--- src/common/commitPkg.sv ---
`default_nettype none

package commitPkg;

    // queue geometry
    localparam int robDepth    = 16;
    localparam int robTagWidth = 4;
    localparam int commitWidth = 2;

    // fetch address taken on any exception or interrupt
    localparam logic [31:0] excVector = 32'hbfc0_0380;

    typedef enum logic [2:0] {
        kindAlu,
        kindLoad,
        kindStore,
        kindBranch,
        kindJump,
        kindEret
    } uopKind;

    typedef enum logic [4:0] {
        excNone,
        excInterrupt,
        excAddrLoad,
        excAddrStore,
        excSyscall,
        excOverflow,
        excEret
    } excCode;

    // written by dispatch into the tail entry
    typedef struct packed {
        logic [31:0] pc;
        uopKind      kind;
        logic        dstWe;
        logic [4:0]  dstArch;
        logic [5:0]  dstPhys;
        logic [5:0]  stalePhys;
        logic        predTaken;
        logic [31:0] predTarget;
    } dispatchUop;

    // execution result for one tag
    typedef struct packed {
        logic [robTagWidth-1:0] tag;
        logic                   taken;
        logic [31:0]            target;
        excCode                 exc;
    } completeInfo;

    typedef struct packed {
        dispatchUop  uop;
        logic        valid;
        logic        done;
        logic        taken;
        logic [31:0] target;
        excCode      exc;
    } robEntry;

    // rename free list update
    typedef struct packed {
        logic       we;
        logic [4:0] arch;
        logic [5:0] phys;
        logic [5:0] stale;
    } commitRecord;

    typedef struct packed {
        logic        valid;
        logic [31:0] pc;
        logic        taken;
        logic [31:0] target;
        logic        mispredicted;
    } bpUpdate;

    // per slot view handed to the controller
    typedef struct packed {
        logic        good;
        logic        isStore;
        logic        mispredict;
        logic        raisesExc;
        logic        isEret;
        logic [31:0] redirectPc;
        logic [31:0] pc;
        excCode      exc;
        commitRecord rec;
        bpUpdate     bp;
    } slotStatus;

endpackage

`default_nettype wire

--- src/commit/commitControl.sv ---
`default_nettype none
`timescale 1ns/100ps

module commitControl import commitPkg::*; (
    input  wire logic                   clk,
    input  wire logic                   rst,
    input  wire slotStatus              slotStat [commitWidth],
    input  wire logic [5:0]             irqLines,
    input  wire logic [5:0]             irqMask,
    input  wire logic                   irqEnable,
    output logic [1:0]                  popCount,
    output logic                        flush,
    output logic [commitWidth-1:0]      commitValid,
    output commitRecord                 commitRec [commitWidth],
    output logic [commitWidth-1:0]      storeFire,
    output bpUpdate                     bpUpd [commitWidth],
    output logic                        redirectValid,
    output logic [31:0]                 redirectPc,
    output logic                        excValid,
    output excCode                      excType,
    output logic [31:0]                 excPc
);

    logic [5:0]             irqSample;
    logic                   pending;
    logic [31:0]            epc;
    logic                   takeIrq;
    logic                   halted;
    logic [commitWidth-1:0] retire;
    commitRecord            recNext [commitWidth];

    // interrupt lines sampled once before masking
    always_ff @(posedge clk) begin
        if (rst) begin
            irqSample <= '0;
            pending   <= 1'b0;
        end else begin
            irqSample <= irqLines;
            if (takeIrq) begin
                pending <= 1'b0;
            end else if ((|(irqSample & irqMask)) && irqEnable) begin
                pending <= 1'b1;
            end
        end
    end

    always_ff @(posedge clk) begin
        if (rst) begin
            epc <= '0;
        end else if (excValid) begin
            epc <= excPc;
        end
    end

    // retire decision, oldest slot first
    always_comb begin
        takeIrq       = pending && slotStat[0].good;
        halted        = takeIrq;
        retire        = '0;
        popCount      = 2'd0;
        flush         = 1'b0;
        redirectValid = 1'b0;
        redirectPc    = '0;
        excValid      = 1'b0;
        excType       = excNone;
        excPc         = '0;

        if (takeIrq) begin
            flush         = 1'b1;
            redirectValid = 1'b1;
            redirectPc    = excVector;
            excValid      = 1'b1;
            excType       = excInterrupt;
            excPc         = slotStat[0].pc;
        end

        for (int i = 0; i < commitWidth; i++) begin
            if (!halted) begin
                if (!slotStat[i].good) begin
                    halted = 1'b1;
                end else if (slotStat[i].raisesExc) begin
                    // faulting entry never commits
                    halted        = 1'b1;
                    flush         = 1'b1;
                    redirectValid = 1'b1;
                    redirectPc    = excVector;
                    excValid      = 1'b1;
                    excType       = slotStat[i].exc;
                    excPc         = slotStat[i].pc;
                end else begin
                    retire[i] = 1'b1;
                    popCount  = popCount + 2'd1;
                    if (slotStat[i].isEret) begin
                        halted        = 1'b1;
                        flush         = 1'b1;
                        redirectValid = 1'b1;
                        redirectPc    = epc;
                    end else if (slotStat[i].mispredict) begin
                        halted        = 1'b1;
                        flush         = 1'b1;
                        redirectValid = 1'b1;
                        redirectPc    = slotStat[i].redirectPc;
                    end
                end
            end
        end
    end

    always_comb begin
        for (int i = 0; i < commitWidth; i++) begin
            storeFire[i] = retire[i] && slotStat[i].isStore;
            recNext[i]   = slotStat[i].rec;
            // eret writes no register
            recNext[i].we = slotStat[i].rec.we && !slotStat[i].isEret;
        end
    end

    always_ff @(posedge clk) begin
        for (int i = 0; i < commitWidth; i++) begin
            commitRec[i] <= recNext[i];
            bpUpd[i]     <= slotStat[i].bp;
        end
        if (rst) begin
            commitValid <= '0;
            for (int i = 0; i < commitWidth; i++) begin
                bpUpd[i].valid <= 1'b0;
            end
        end else begin
            commitValid <= retire;
            for (int i = 0; i < commitWidth; i++) begin
                bpUpd[i].valid <= retire[i] && slotStat[i].bp.valid;
            end
        end
    end

    redirectMatchesFlush: assert property (@(posedge clk) disable iff (rst)
        redirectValid == flush);

    excImpliesRedirect: assert property (@(posedge clk) disable iff (rst)
        excValid |-> redirectValid);

    // queue is empty right after a flush
    noRetireAfterFlush: assert property (@(posedge clk) disable iff (rst)
        flush |=> popCount == 2'd0);

endmodule

`default_nettype wire

--- src/commit/commitSlot.sv ---
`default_nettype none
`timescale 1ns/100ps

module commitSlot import commitPkg::*; (
    input  wire robEntry entry,
    output slotStatus    status
);

    logic isCtl;
    logic good;
    logic raisesExc;
    logic dirWrong;
    logic targetWrong;

    assign good      = entry.valid && entry.done;
    assign isCtl     = entry.uop.kind == kindBranch || entry.uop.kind == kindJump;
    assign raisesExc = good && entry.exc != excNone;

    // target only matters when the branch really went somewhere
    assign dirWrong    = entry.taken != entry.uop.predTaken;
    assign targetWrong = entry.taken && entry.target != entry.uop.predTarget;

    always_comb begin
        status.good       = good;
        status.raisesExc  = raisesExc;
        status.isStore    = good && !raisesExc && entry.uop.kind == kindStore;
        status.isEret     = good && !raisesExc && entry.uop.kind == kindEret;
        status.mispredict = good && !raisesExc && isCtl && (dirWrong || targetWrong);
        status.pc         = entry.uop.pc;
        status.exc        = entry.exc;

        // fall through skips the delay slot
        if (entry.taken) begin
            status.redirectPc = entry.target;
        end else begin
            status.redirectPc = entry.uop.pc + 32'd8;
        end

        status.rec.we    = entry.uop.dstWe;
        status.rec.arch  = entry.uop.dstArch;
        status.rec.phys  = entry.uop.dstPhys;
        status.rec.stale = entry.uop.stalePhys;

        status.bp.valid        = good && !raisesExc && isCtl;
        status.bp.pc           = entry.uop.pc;
        status.bp.taken        = entry.taken;
        status.bp.target       = entry.target;
        status.bp.mispredicted = dirWrong || targetWrong;
    end

    // a completed entry always carries a defined kind
    always_comb begin
        slotKindLegal: assert final (!good
            || entry.uop.kind inside {kindAlu, kindLoad, kindStore, kindBranch, kindJump, kindEret});
    end

endmodule

`default_nettype wire

--- src/commit/commitUnit.sv ---
`default_nettype none
`timescale 1ns/100ps

module commitUnit import commitPkg::*; (
    input  wire logic                   clk,
    input  wire logic                   rst,
    input  wire logic                   dispValid,
    input  wire dispatchUop             dispUop,
    output logic [robTagWidth-1:0]      dispTag,
    output logic                        robFull,
    input  wire logic                   cmplValid,
    input  wire completeInfo            cmplInfo,
    input  wire logic [5:0]             irqLines,
    input  wire logic [5:0]             irqMask,
    input  wire logic                   irqEnable,
    output logic [commitWidth-1:0]      commitValid,
    output commitRecord                 commitRec [commitWidth],
    output logic [commitWidth-1:0]      storeFire,
    output bpUpdate                     bpUpd [commitWidth],
    output logic                        redirectValid,
    output logic [31:0]                 redirectPc,
    output logic                        excValid,
    output excCode                      excType,
    output logic [31:0]                 excPc
);

    robEntry    headEntries [commitWidth];
    slotStatus  slotStat [commitWidth];
    logic [1:0] popCount;
    logic       flush;

    robQueue queue (
        .clk         (clk),
        .rst         (rst),
        .dispValid   (dispValid),
        .dispUop     (dispUop),
        .dispTag     (dispTag),
        .robFull     (robFull),
        .cmplValid   (cmplValid),
        .cmplInfo    (cmplInfo),
        .popCount    (popCount),
        .flush       (flush),
        .headEntries (headEntries)
    );

    // one evaluator per head slot
    for (genvar i = 0; i < commitWidth; i++) begin : gSlot
        commitSlot slot (
            .entry  (headEntries[i]),
            .status (slotStat[i])
        );
    end

    commitControl control (
        .clk           (clk),
        .rst           (rst),
        .slotStat      (slotStat),
        .irqLines      (irqLines),
        .irqMask       (irqMask),
        .irqEnable     (irqEnable),
        .popCount      (popCount),
        .flush         (flush),
        .commitValid   (commitValid),
        .commitRec     (commitRec),
        .storeFire     (storeFire),
        .bpUpd         (bpUpd),
        .redirectValid (redirectValid),
        .redirectPc    (redirectPc),
        .excValid      (excValid),
        .excType       (excType),
        .excPc         (excPc)
    );

endmodule

`default_nettype wire

--- src/hw/robQueue.sv ---
`default_nettype none
`timescale 1ns/100ps

module robQueue import commitPkg::*; (
    input  wire logic                   clk,
    input  wire logic                   rst,
    input  wire logic                   dispValid,
    input  wire dispatchUop             dispUop,
    output logic [robTagWidth-1:0]      dispTag,
    output logic                        robFull,
    input  wire logic                   cmplValid,
    input  wire completeInfo            cmplInfo,
    input  wire logic [1:0]             popCount,
    input  wire logic                   flush,
    output robEntry                     headEntries [commitWidth]
);

    // payload storage
    dispatchUop             uopMem [robDepth];
    logic                   resTaken [robDepth];
    logic [31:0]            resTarget [robDepth];
    excCode                 resExc [robDepth];

    logic [robDepth-1:0]    validBits;
    logic [robDepth-1:0]    doneBits;
    logic [robTagWidth-1:0] head;
    logic [robTagWidth-1:0] tail;
    logic [robTagWidth:0]   count;
    logic [robTagWidth-1:0] headNext;
    logic [robTagWidth-1:0] headIdx [commitWidth];
    logic                   push;
    logic                   cmplHit;

    assign robFull  = count == (robTagWidth + 1)'(robDepth);
    assign dispTag  = tail;
    // a dispatch in a flush cycle belongs to the squashed path
    assign push     = dispValid && !robFull && !flush;
    assign cmplHit  = cmplValid && validBits[cmplInfo.tag];
    assign headNext = head + robTagWidth'(popCount);

    always_comb begin
        for (int i = 0; i < commitWidth; i++) begin
            headIdx[i] = head + robTagWidth'(i);
        end
    end

    always_comb begin
        for (int i = 0; i < commitWidth; i++) begin
            headEntries[i].uop    = uopMem[headIdx[i]];
            headEntries[i].valid  = validBits[headIdx[i]];
            headEntries[i].done   = doneBits[headIdx[i]];
            headEntries[i].taken  = resTaken[headIdx[i]];
            headEntries[i].target = resTarget[headIdx[i]];
            headEntries[i].exc    = resExc[headIdx[i]];
        end
    end

    always_ff @(posedge clk) begin
        if (push) begin
            uopMem[tail] <= dispUop;
        end
        if (cmplHit) begin
            resTaken[cmplInfo.tag]  <= cmplInfo.taken;
            resTarget[cmplInfo.tag] <= cmplInfo.target;
            resExc[cmplInfo.tag]    <= cmplInfo.exc;
        end
    end

    always_ff @(posedge clk) begin
        if (rst) begin
            validBits <= '0;
            doneBits  <= '0;
            head      <= '0;
            tail      <= '0;
            count     <= '0;
        end else begin
            if (cmplHit) begin
                doneBits[cmplInfo.tag] <= 1'b1;
            end
            for (int i = 0; i < commitWidth; i++) begin
                if (popCount > 2'(i)) begin
                    validBits[headIdx[i]] <= 1'b0;
                end
            end
            if (push) begin
                validBits[tail] <= 1'b1;
                doneBits[tail]  <= 1'b0;
            end
            head <= headNext;
            if (flush) begin
                // empty queue, allocation restarts behind the retired entries
                validBits <= '0;
                tail      <= headNext;
                count     <= '0;
            end else begin
                tail  <= tail + robTagWidth'(push);
                count <= count + (robTagWidth + 1)'(push) - (robTagWidth + 1)'(popCount);
            end
        end
    end

    popWithinCount: assert property (@(posedge clk) disable iff (rst)
        popCount <= count);

    noDispatchWhenFull: assert property (@(posedge clk) disable iff (rst)
        !(dispValid && robFull));

endmodule

`default_nettype wire

--- config.mk ---
export PLATFORM = sky130hd
export DESIGN_NAME = commitUnit
export DESIGN_NICKNAME = d
export VERILOG_FILES = /design/src/common/commitPkg.sv /design/src/commit/commitControl.sv /design/src/commit/commitSlot.sv /design/src/commit/commitUnit.sv /design/src/hw/robQueue.sv
export SDC_FILE = /design/constraint.sdc
export NUM_CORES = 2
export LEC_CHECK = 0
export BUFFER_PORTS_ARGS = -buffer_cell sky130_fd_sc_hd__buf_4
export CORE_MARGIN = 2
export CORE_UTILIZATION = 45
export CTS_CLUSTER_DIAMETER = 60
export CTS_CLUSTER_SIZE = 24
export DETAILED_ROUTE_END_ITERATION = 12
export PLACE_DENSITY = 0.58
export SETUP_SLACK_MARGIN = 0.05
export SYNTH_ARGS = -nofsm -noshare
export SYNTH_HDL_FRONTEND = slang
export SYNTH_SLANG_ARGS = --single-unit
export TNS_END_PERCENT = 30
--- constraint.sdc ---
create_clock -name clk -period 9.45 [get_ports clk]
set_clock_uncertainty 0.05 [all_clocks]
set_input_delay 0.4725 -clock clk [delete_from_list [all_inputs] [get_ports clk]]
set_output_delay 0.4725 -clock clk [all_outputs]
set_load 0.02 [all_outputs]
* Word-level counts from Yosys, hierarchy flattened *
Memory sizes are Yosys's and may differ from the RTL's. A register that Yosys moved wholly into a read port is not among the register bits.
Cells that the tools add are included.

word-level totals
  memories = 4
  register bits after elaboration = 256
  bits in writable memories = 1,984
  word-level logic and storage cells = 213
  output and inout bits = 250
  input bits = 145

cells by class
  reductions and logical operators = 46
  $add $sub $neg = 8
  equality and inequality tests = 13
  muxes and demuxes = 96
  bitwise logic cells = 9
  magnitude comparators = 10

memory list
  memory           words  width  read ports  clocked after Yosys merged registers in  wr ports  RTL line        RTL
  queue.uopMem     16     86     2           1                                        1         robQueue.sv:19  dispatchUop uopMem [robDepth];
  queue.resTarget  16     32     2           1                                        1         robQueue.sv:21  logic [31:0] resTarget [robDepth];
  queue.resExc     16     5      2           1                                        1         robQueue.sv:22  excCode resExc [robDepth];
  queue.resTaken   16     1      2           1                                        1         robQueue.sv:20  logic resTaken [robDepth];

operator list
  operator                                                               count
  32-bit two-way mux                                                     20
  16-bit two-way mux                                                     8
  32-bit by 4-bit adder with 32-bit output, second input constant        2
  32-bit inequality test                                                 2
  16-bit bitwise AND                                                     3
  16-bit NOT                                                             3
  1-bit two-way mux                                                      43
  16-bit OR                                                              2
  1-bit logical AND                                                      31
  5-bit two-way mux                                                      6
  1-bit binary-select mux with 4-bit select                              5
  4-bit by 5-bit < comparator with 1-bit output, second input constant   4
  4-bit two-way mux                                                      5
  1-bit demux with 4-bit select                                          4
  4-bit by 1-bit >= comparator with 1-bit output, second input constant  4
  3-bit by 2-bit == test with 1-bit output, second input constant        4
  3-bit == test, second input constant                                   4
  2-bit two-way mux                                                      5
  5-bit nonzero test                                                     2
  6-bit bitwise AND                                                      1
  1-bit zero test                                                        6
  6-bit OR reduction                                                     1
  5-bit by 1-bit adder with 5-bit output                                 1
  5-bit == test, second input constant                                   1
  other kinds (9)                                                        15

* Depth between registers and ports, before layout *
  word-level depth = 22
  gate-level depth with buffers = 32
  depth with buffers taken out = 22

* Modules after synthesis *
From an unflattened synthesis, not the netlist that was laid out.

unflattened totals
  cells, all modules = 5,110
  area total of the unflattened synthesis = 103,191.5 µm²

modules (own cells, without submodules)
  module         cells an instance  area each (µm²)  times used
  robQueue       3,824              91,848.1         1
  commitControl  618                6,779.0          1
  commitSlot     334                2,282.2          2

* Worst setup path after synthesis *
No wires, ideal clock.

  path type = register -> register
  start point = register queue.head[0]
  end point = memory queue.uopMem[11][0] (netlist name), enable pin
  required time = 8,868 ps
  slack = 690 ps
  arrival = 8,178 ps
  stages on the path, launching flop included = 23
  setup time = 532 ps
  cell sequence = dfxtp_1 -> buf_6 -> buf_6 -> buf_6 -> inv_1 -> ha_1 -> buf_6 -> buf_6 -> buf_2 -> buf_4 -> buf_2 -> mux4_2 -> mux4_2 -> xnor2_1 -> nand3_1 -> nor3_1 -> a31oi_1 -> a21oi_1 -> o21a_1 -> buf_4 -> inv_2 -> buf_2 -> nor2_1

between the ends
  word-level cells in the longest chain between the ends = 22
  elaborated cells between the ends (all ways) = 57
  those cells by class = add/sub: 1; eq/ne: 5; mux: 26; reduce/logical: 21; memory: 4

RTL lines
  item                                                                              RTL line          RTL
  from (decl)                                                                       robQueue.sv:26    logic [robTagWidth-1:0] head;
  from (signal assigned)                                                            robQueue.sv:89    head <= headNext;
  parallel branches: the longest is 17 deep, another holds memory read 16 x 32 bit  --
  1-bit two-way mux (*)                                                             --
  via redirectValid                                                                 commitUnit.sv:20  output logic redirectValid,
  1-bit zero test (*)                                                               robQueue.sv:37    assign push = dispValid && !robFull && !flush;
  1-bit logical AND (*)                                                             robQueue.sv:37
  1-bit two-way mux (*)                                                             robQueue.sv:59    if (push) begin
  1-bit two-way mux (implied by the code) (*)                                       robQueue.sv:60    uopMem[tail] <= dispUop;
  to (decl)                                                                         robQueue.sv:19

Mark *: on every way through the listed nets, which the timed path passes. The select of a mux whose other input is x is not followed.

==> results.md <==
* Initial core utilization at 45.4%
* Critical path type: reg2out
* Asr flop ratio synth at 0%
* Min-delay worst type: in2reg
* Fin crit share at 91.5%
* Fraction of the yosys area taken by sequential cells at 64.0%
* Run status: complete, no violations
* Syn avg cell area at 20.3 um2
* WHS Endpoint: control.pending$_SDFFE_PP0P_
* Number of enable flip-flop cells after synthesis at 1984
* Reg2Reg Setup Slack at 1820 ps
* Sw frac at 24.2%
* Clock slew at reported path FFs at 80 ps
* Worst Setup Start Kind: flip-flop
* Pre-CTS setup slack at 1640 ps
* Worst EP required at 8930 ps
* Layout net count at 5615
* Die width at 478 um
* Syn Inst Count at 4967
* CORE AREA at 223000 um2
* P_sw at 4920 uW
* Post-Syn Area at 101000 um2
* Critical path arrival at 8130 ps
* DR iter-0 viols at 7361
* Initial DRT Pass Iterations at 6
* Post-CTS Resized at 0
* CTS tree: built
* Cell row count at 173
* R2R depth at 24
* Fin Setup TNS at 0 ps
* Largest net degree at the start of global routing at 136
* P&R area growth vs syn at 14.0%
* Vias in the first global route at 57.2k
* Hold depth at 5
* Worst rel slew slack at 21.3%
* Internal power at 15400 uW
* Logic pwr share at 6.2%
* H-Tree Level Count at 4
* Drt total wl at 323 mm
* Hold_sp: irqEnable
* Ys Warns at 0
* Share of layout cells above drive strength 1 at 37.7%
* Worst hold slack at 45.5 ps
* Worst-path fanout max at 51
* Final hold vios at 0
* Max_cap viols at 0
* Syn nets at 5132
* PwrDens at 176 nW/um2
* Measured slew at the worst slew-check pin at 1180 ps
* CTS sink cnt at 2240
* Initial antenna violation count at 52
* Main flop type after synthesis: edfxtp_1
* Number of CTS-inserted buffers at 167
* Vias at 57.4k
* Placed Instances at 8117
* Port Buffers at 394
* LEAKAGE at 0.0351 uW
* Worst-Skew Late Latency at 860 ps
* Maximum clock frequency at 116 MHz
* Clock root buffer: clkbuf_16
* Maximum VDD drop at 0.179 mV
* Wire length of the first global-routing pass at 451 mm
* Unrepaired setup endpoints after global routing: false
* Reg2reg end: queue.count[4]$_SDFF_PP0_
* Setup WS post-layout at 800 ps
* Post-route insts no fill at 8591
* Die Area at 228000 um2
* Vias/cell at 6.68
* R2R Path Start: queue.head[1]$_SDFF_PP0_
* Largest buffer count on any clock path at 3
* GP Congestion at 0.926
* Detail Placement HPWL at 198 mm
* Io pins at 395
* Clock power share at 39.1%
* Congestion Overflow GR at 0
* Residual DRC count at 0
* Max-slew violations at 0
* Setup crit end kind: primary output
* Die Y at 478 um
* Distinct cells, synth at 77
* Reg power frac at 54.7%
* Routed len/inst at 37.6 um
* Min Tclk post-route at 8650 ps
* Setup violations, final at 0
* Gr usage total at 28.2%
* DRT antenna net count at 0
* Flip-flop and latch count after synthesis at 2240
==> cell families after synthesis <==
kind of cell / count (synthesis) / share of synthesized area [%]
fa+ha+maj: 20 / 0.263
compound gates: 443 / 3.18
mux: 1211 / 26.7
flops: 2240 / 64.0
xor+xnor: 130 / 1.13
simple gates: 525 / 2.55
buf+inv: 398 / 2.17
==> per-layer routing <==
layer / GRT usage [%] / routed length (um) / vias to the layer above
met5: 0 / 212 / -
met4: 13.9 / 19100 / 32
met3: 6.25 / 28400 / 665
met2: 44.7 / 154000 / 3199
met1: 37.0 / 121000 / 31000
li1: - / - / 22500
==> cell type report <==
| class | instances | area, um2 |
|---|---|---|
| diodes | 20 | 50.0 |
| clock buffers | 185 | 4390 |
| clock inverters | 130 | 1780 |
| fillers | 17600 | 108000 |
| inverters | 36 | 135 |
| multi-input cells | 2329 | 34500 |
| flip-flops and latches | 2240 | 64700 |
| well taps | 2975 | 3720 |
| repair buffers | 676 | 5910 |
==> power groups by stage <==
stage | sequential, uW | clock, uW | combinational (uW)
after CTS | 11100 | 8100 | 1270
after detailed placement | 11300 | 0 | 1200
after global routing | 11100 | 8440 | 1320
final | 11100 | 7950 | 1260
after floorplan | 11400 | 0 | 505
after global placement | 11300 | 0 | 1200
==> worst max-delay path, stage by stage, from the launching register on <==
cell,delay [ps]
dfxtp_4,720
inv_1,210
ha_4,710
buf_12,320
buf_4,510
buf_4,820
mux4_2,600
mux4_2,630
nand4_1,200
nor2_1,170
and2_1,250
xnor2_1,370
nor2_1,160
a21oi_1,600
o221ai_1,500
buf_4,300
==> sequential cells by signal (all words and copies together) (netlist names) <==
signal and flops:
control.bpUpd 134, control.commitRec 36, control.commitValid 2, control.epc 32
control.irqSample 6, control.pending 1, queue.count 5, queue.dispTag 4
queue.doneBits 16, queue.head 4, queue.resExc 80, queue.resTaken 16
queue.resTarget 512, queue.uopMem 1376, queue.validBits 16
==> repair_timing <==
action,in CTS,in global routing
buffers inserted,0,0
hold endpoints to repair,1999,0
hold buffers,139,0
==> through the flow <==
stage	util [%]	power [uW]	cell area [um2]
finish	51.7	20300	115000
CTS	51.7	20500	115000
detailed placement	48.3	12500	108000
global placement	48.3	12500	108000
global route	51.7	20900	115000
floorplan	-	11900	101000
==> worst max-delay path by stage <==
stage | start | to | slack (ps) | cells past startpoint
2_1_floorplan | queue.head[0]$_SDFF_PP0_ | queue.uopMem[11][0]$_DFFE_PP_ | 690 | 22
3_3_place_gp | queue.head[0]$_SDFF_PP0_ | redirectPc[20] | 1610 | 15
3_5_place_dp | queue.head[0]$_SDFF_PP0_ | redirectPc[20] | 1640 | 15
4_1_cts | queue.head[0]$_SDFF_PP0_ | redirectPc[20] | 670 | 15
5_1_grt | queue.head[0]$_SDFF_PP0_ | redirectPc[20] | 620 | 15
6_report | queue.head[0]$_SDFF_PP0_ | redirectPc[20] | 800 | 15
==> cell usage after synthesis (31+ instances only) <==
cell / count / share of area [%]
edfxtp_1: 1984 / 59
a21oi_1: 53 / 0.26
xnor2_1: 76 / 0.66
and3_1: 44 / 0.27
o21a_1: 33 / 0.25
a22o_1: 43 / 0.37
nor2_1: 87 / 0.32
buf_2: 145 / 0.72
mux4_2: 1182 / 26
nand2_1: 190 / 0.71
a22oi_1: 129 / 0.96
buf_1: 31 / 0.12
dfxtp_1: 256 / 5.1
buf_4: 62 / 0.46
xor2_1: 53 / 0.46
nand3_1: 54 / 0.27
clkbuf_1: 86 / 0.32
o21ai_0: 57 / 0.28
buf_6: 38 / 0.42
==> cell usage in the layout, fill, tap and decap left out, types with 58 or more instances in the layout <==
cell type	count
clkbuf_16	171
nand2_1	190
buf_4	498
dlygate4sd3_1	139
nor2_1	58
edfxtp_1	1984
dfxtp_1	252
mux4_2	1182
xnor2_1	75
a22oi_1	129
Power figures use the tool's default switching activity.
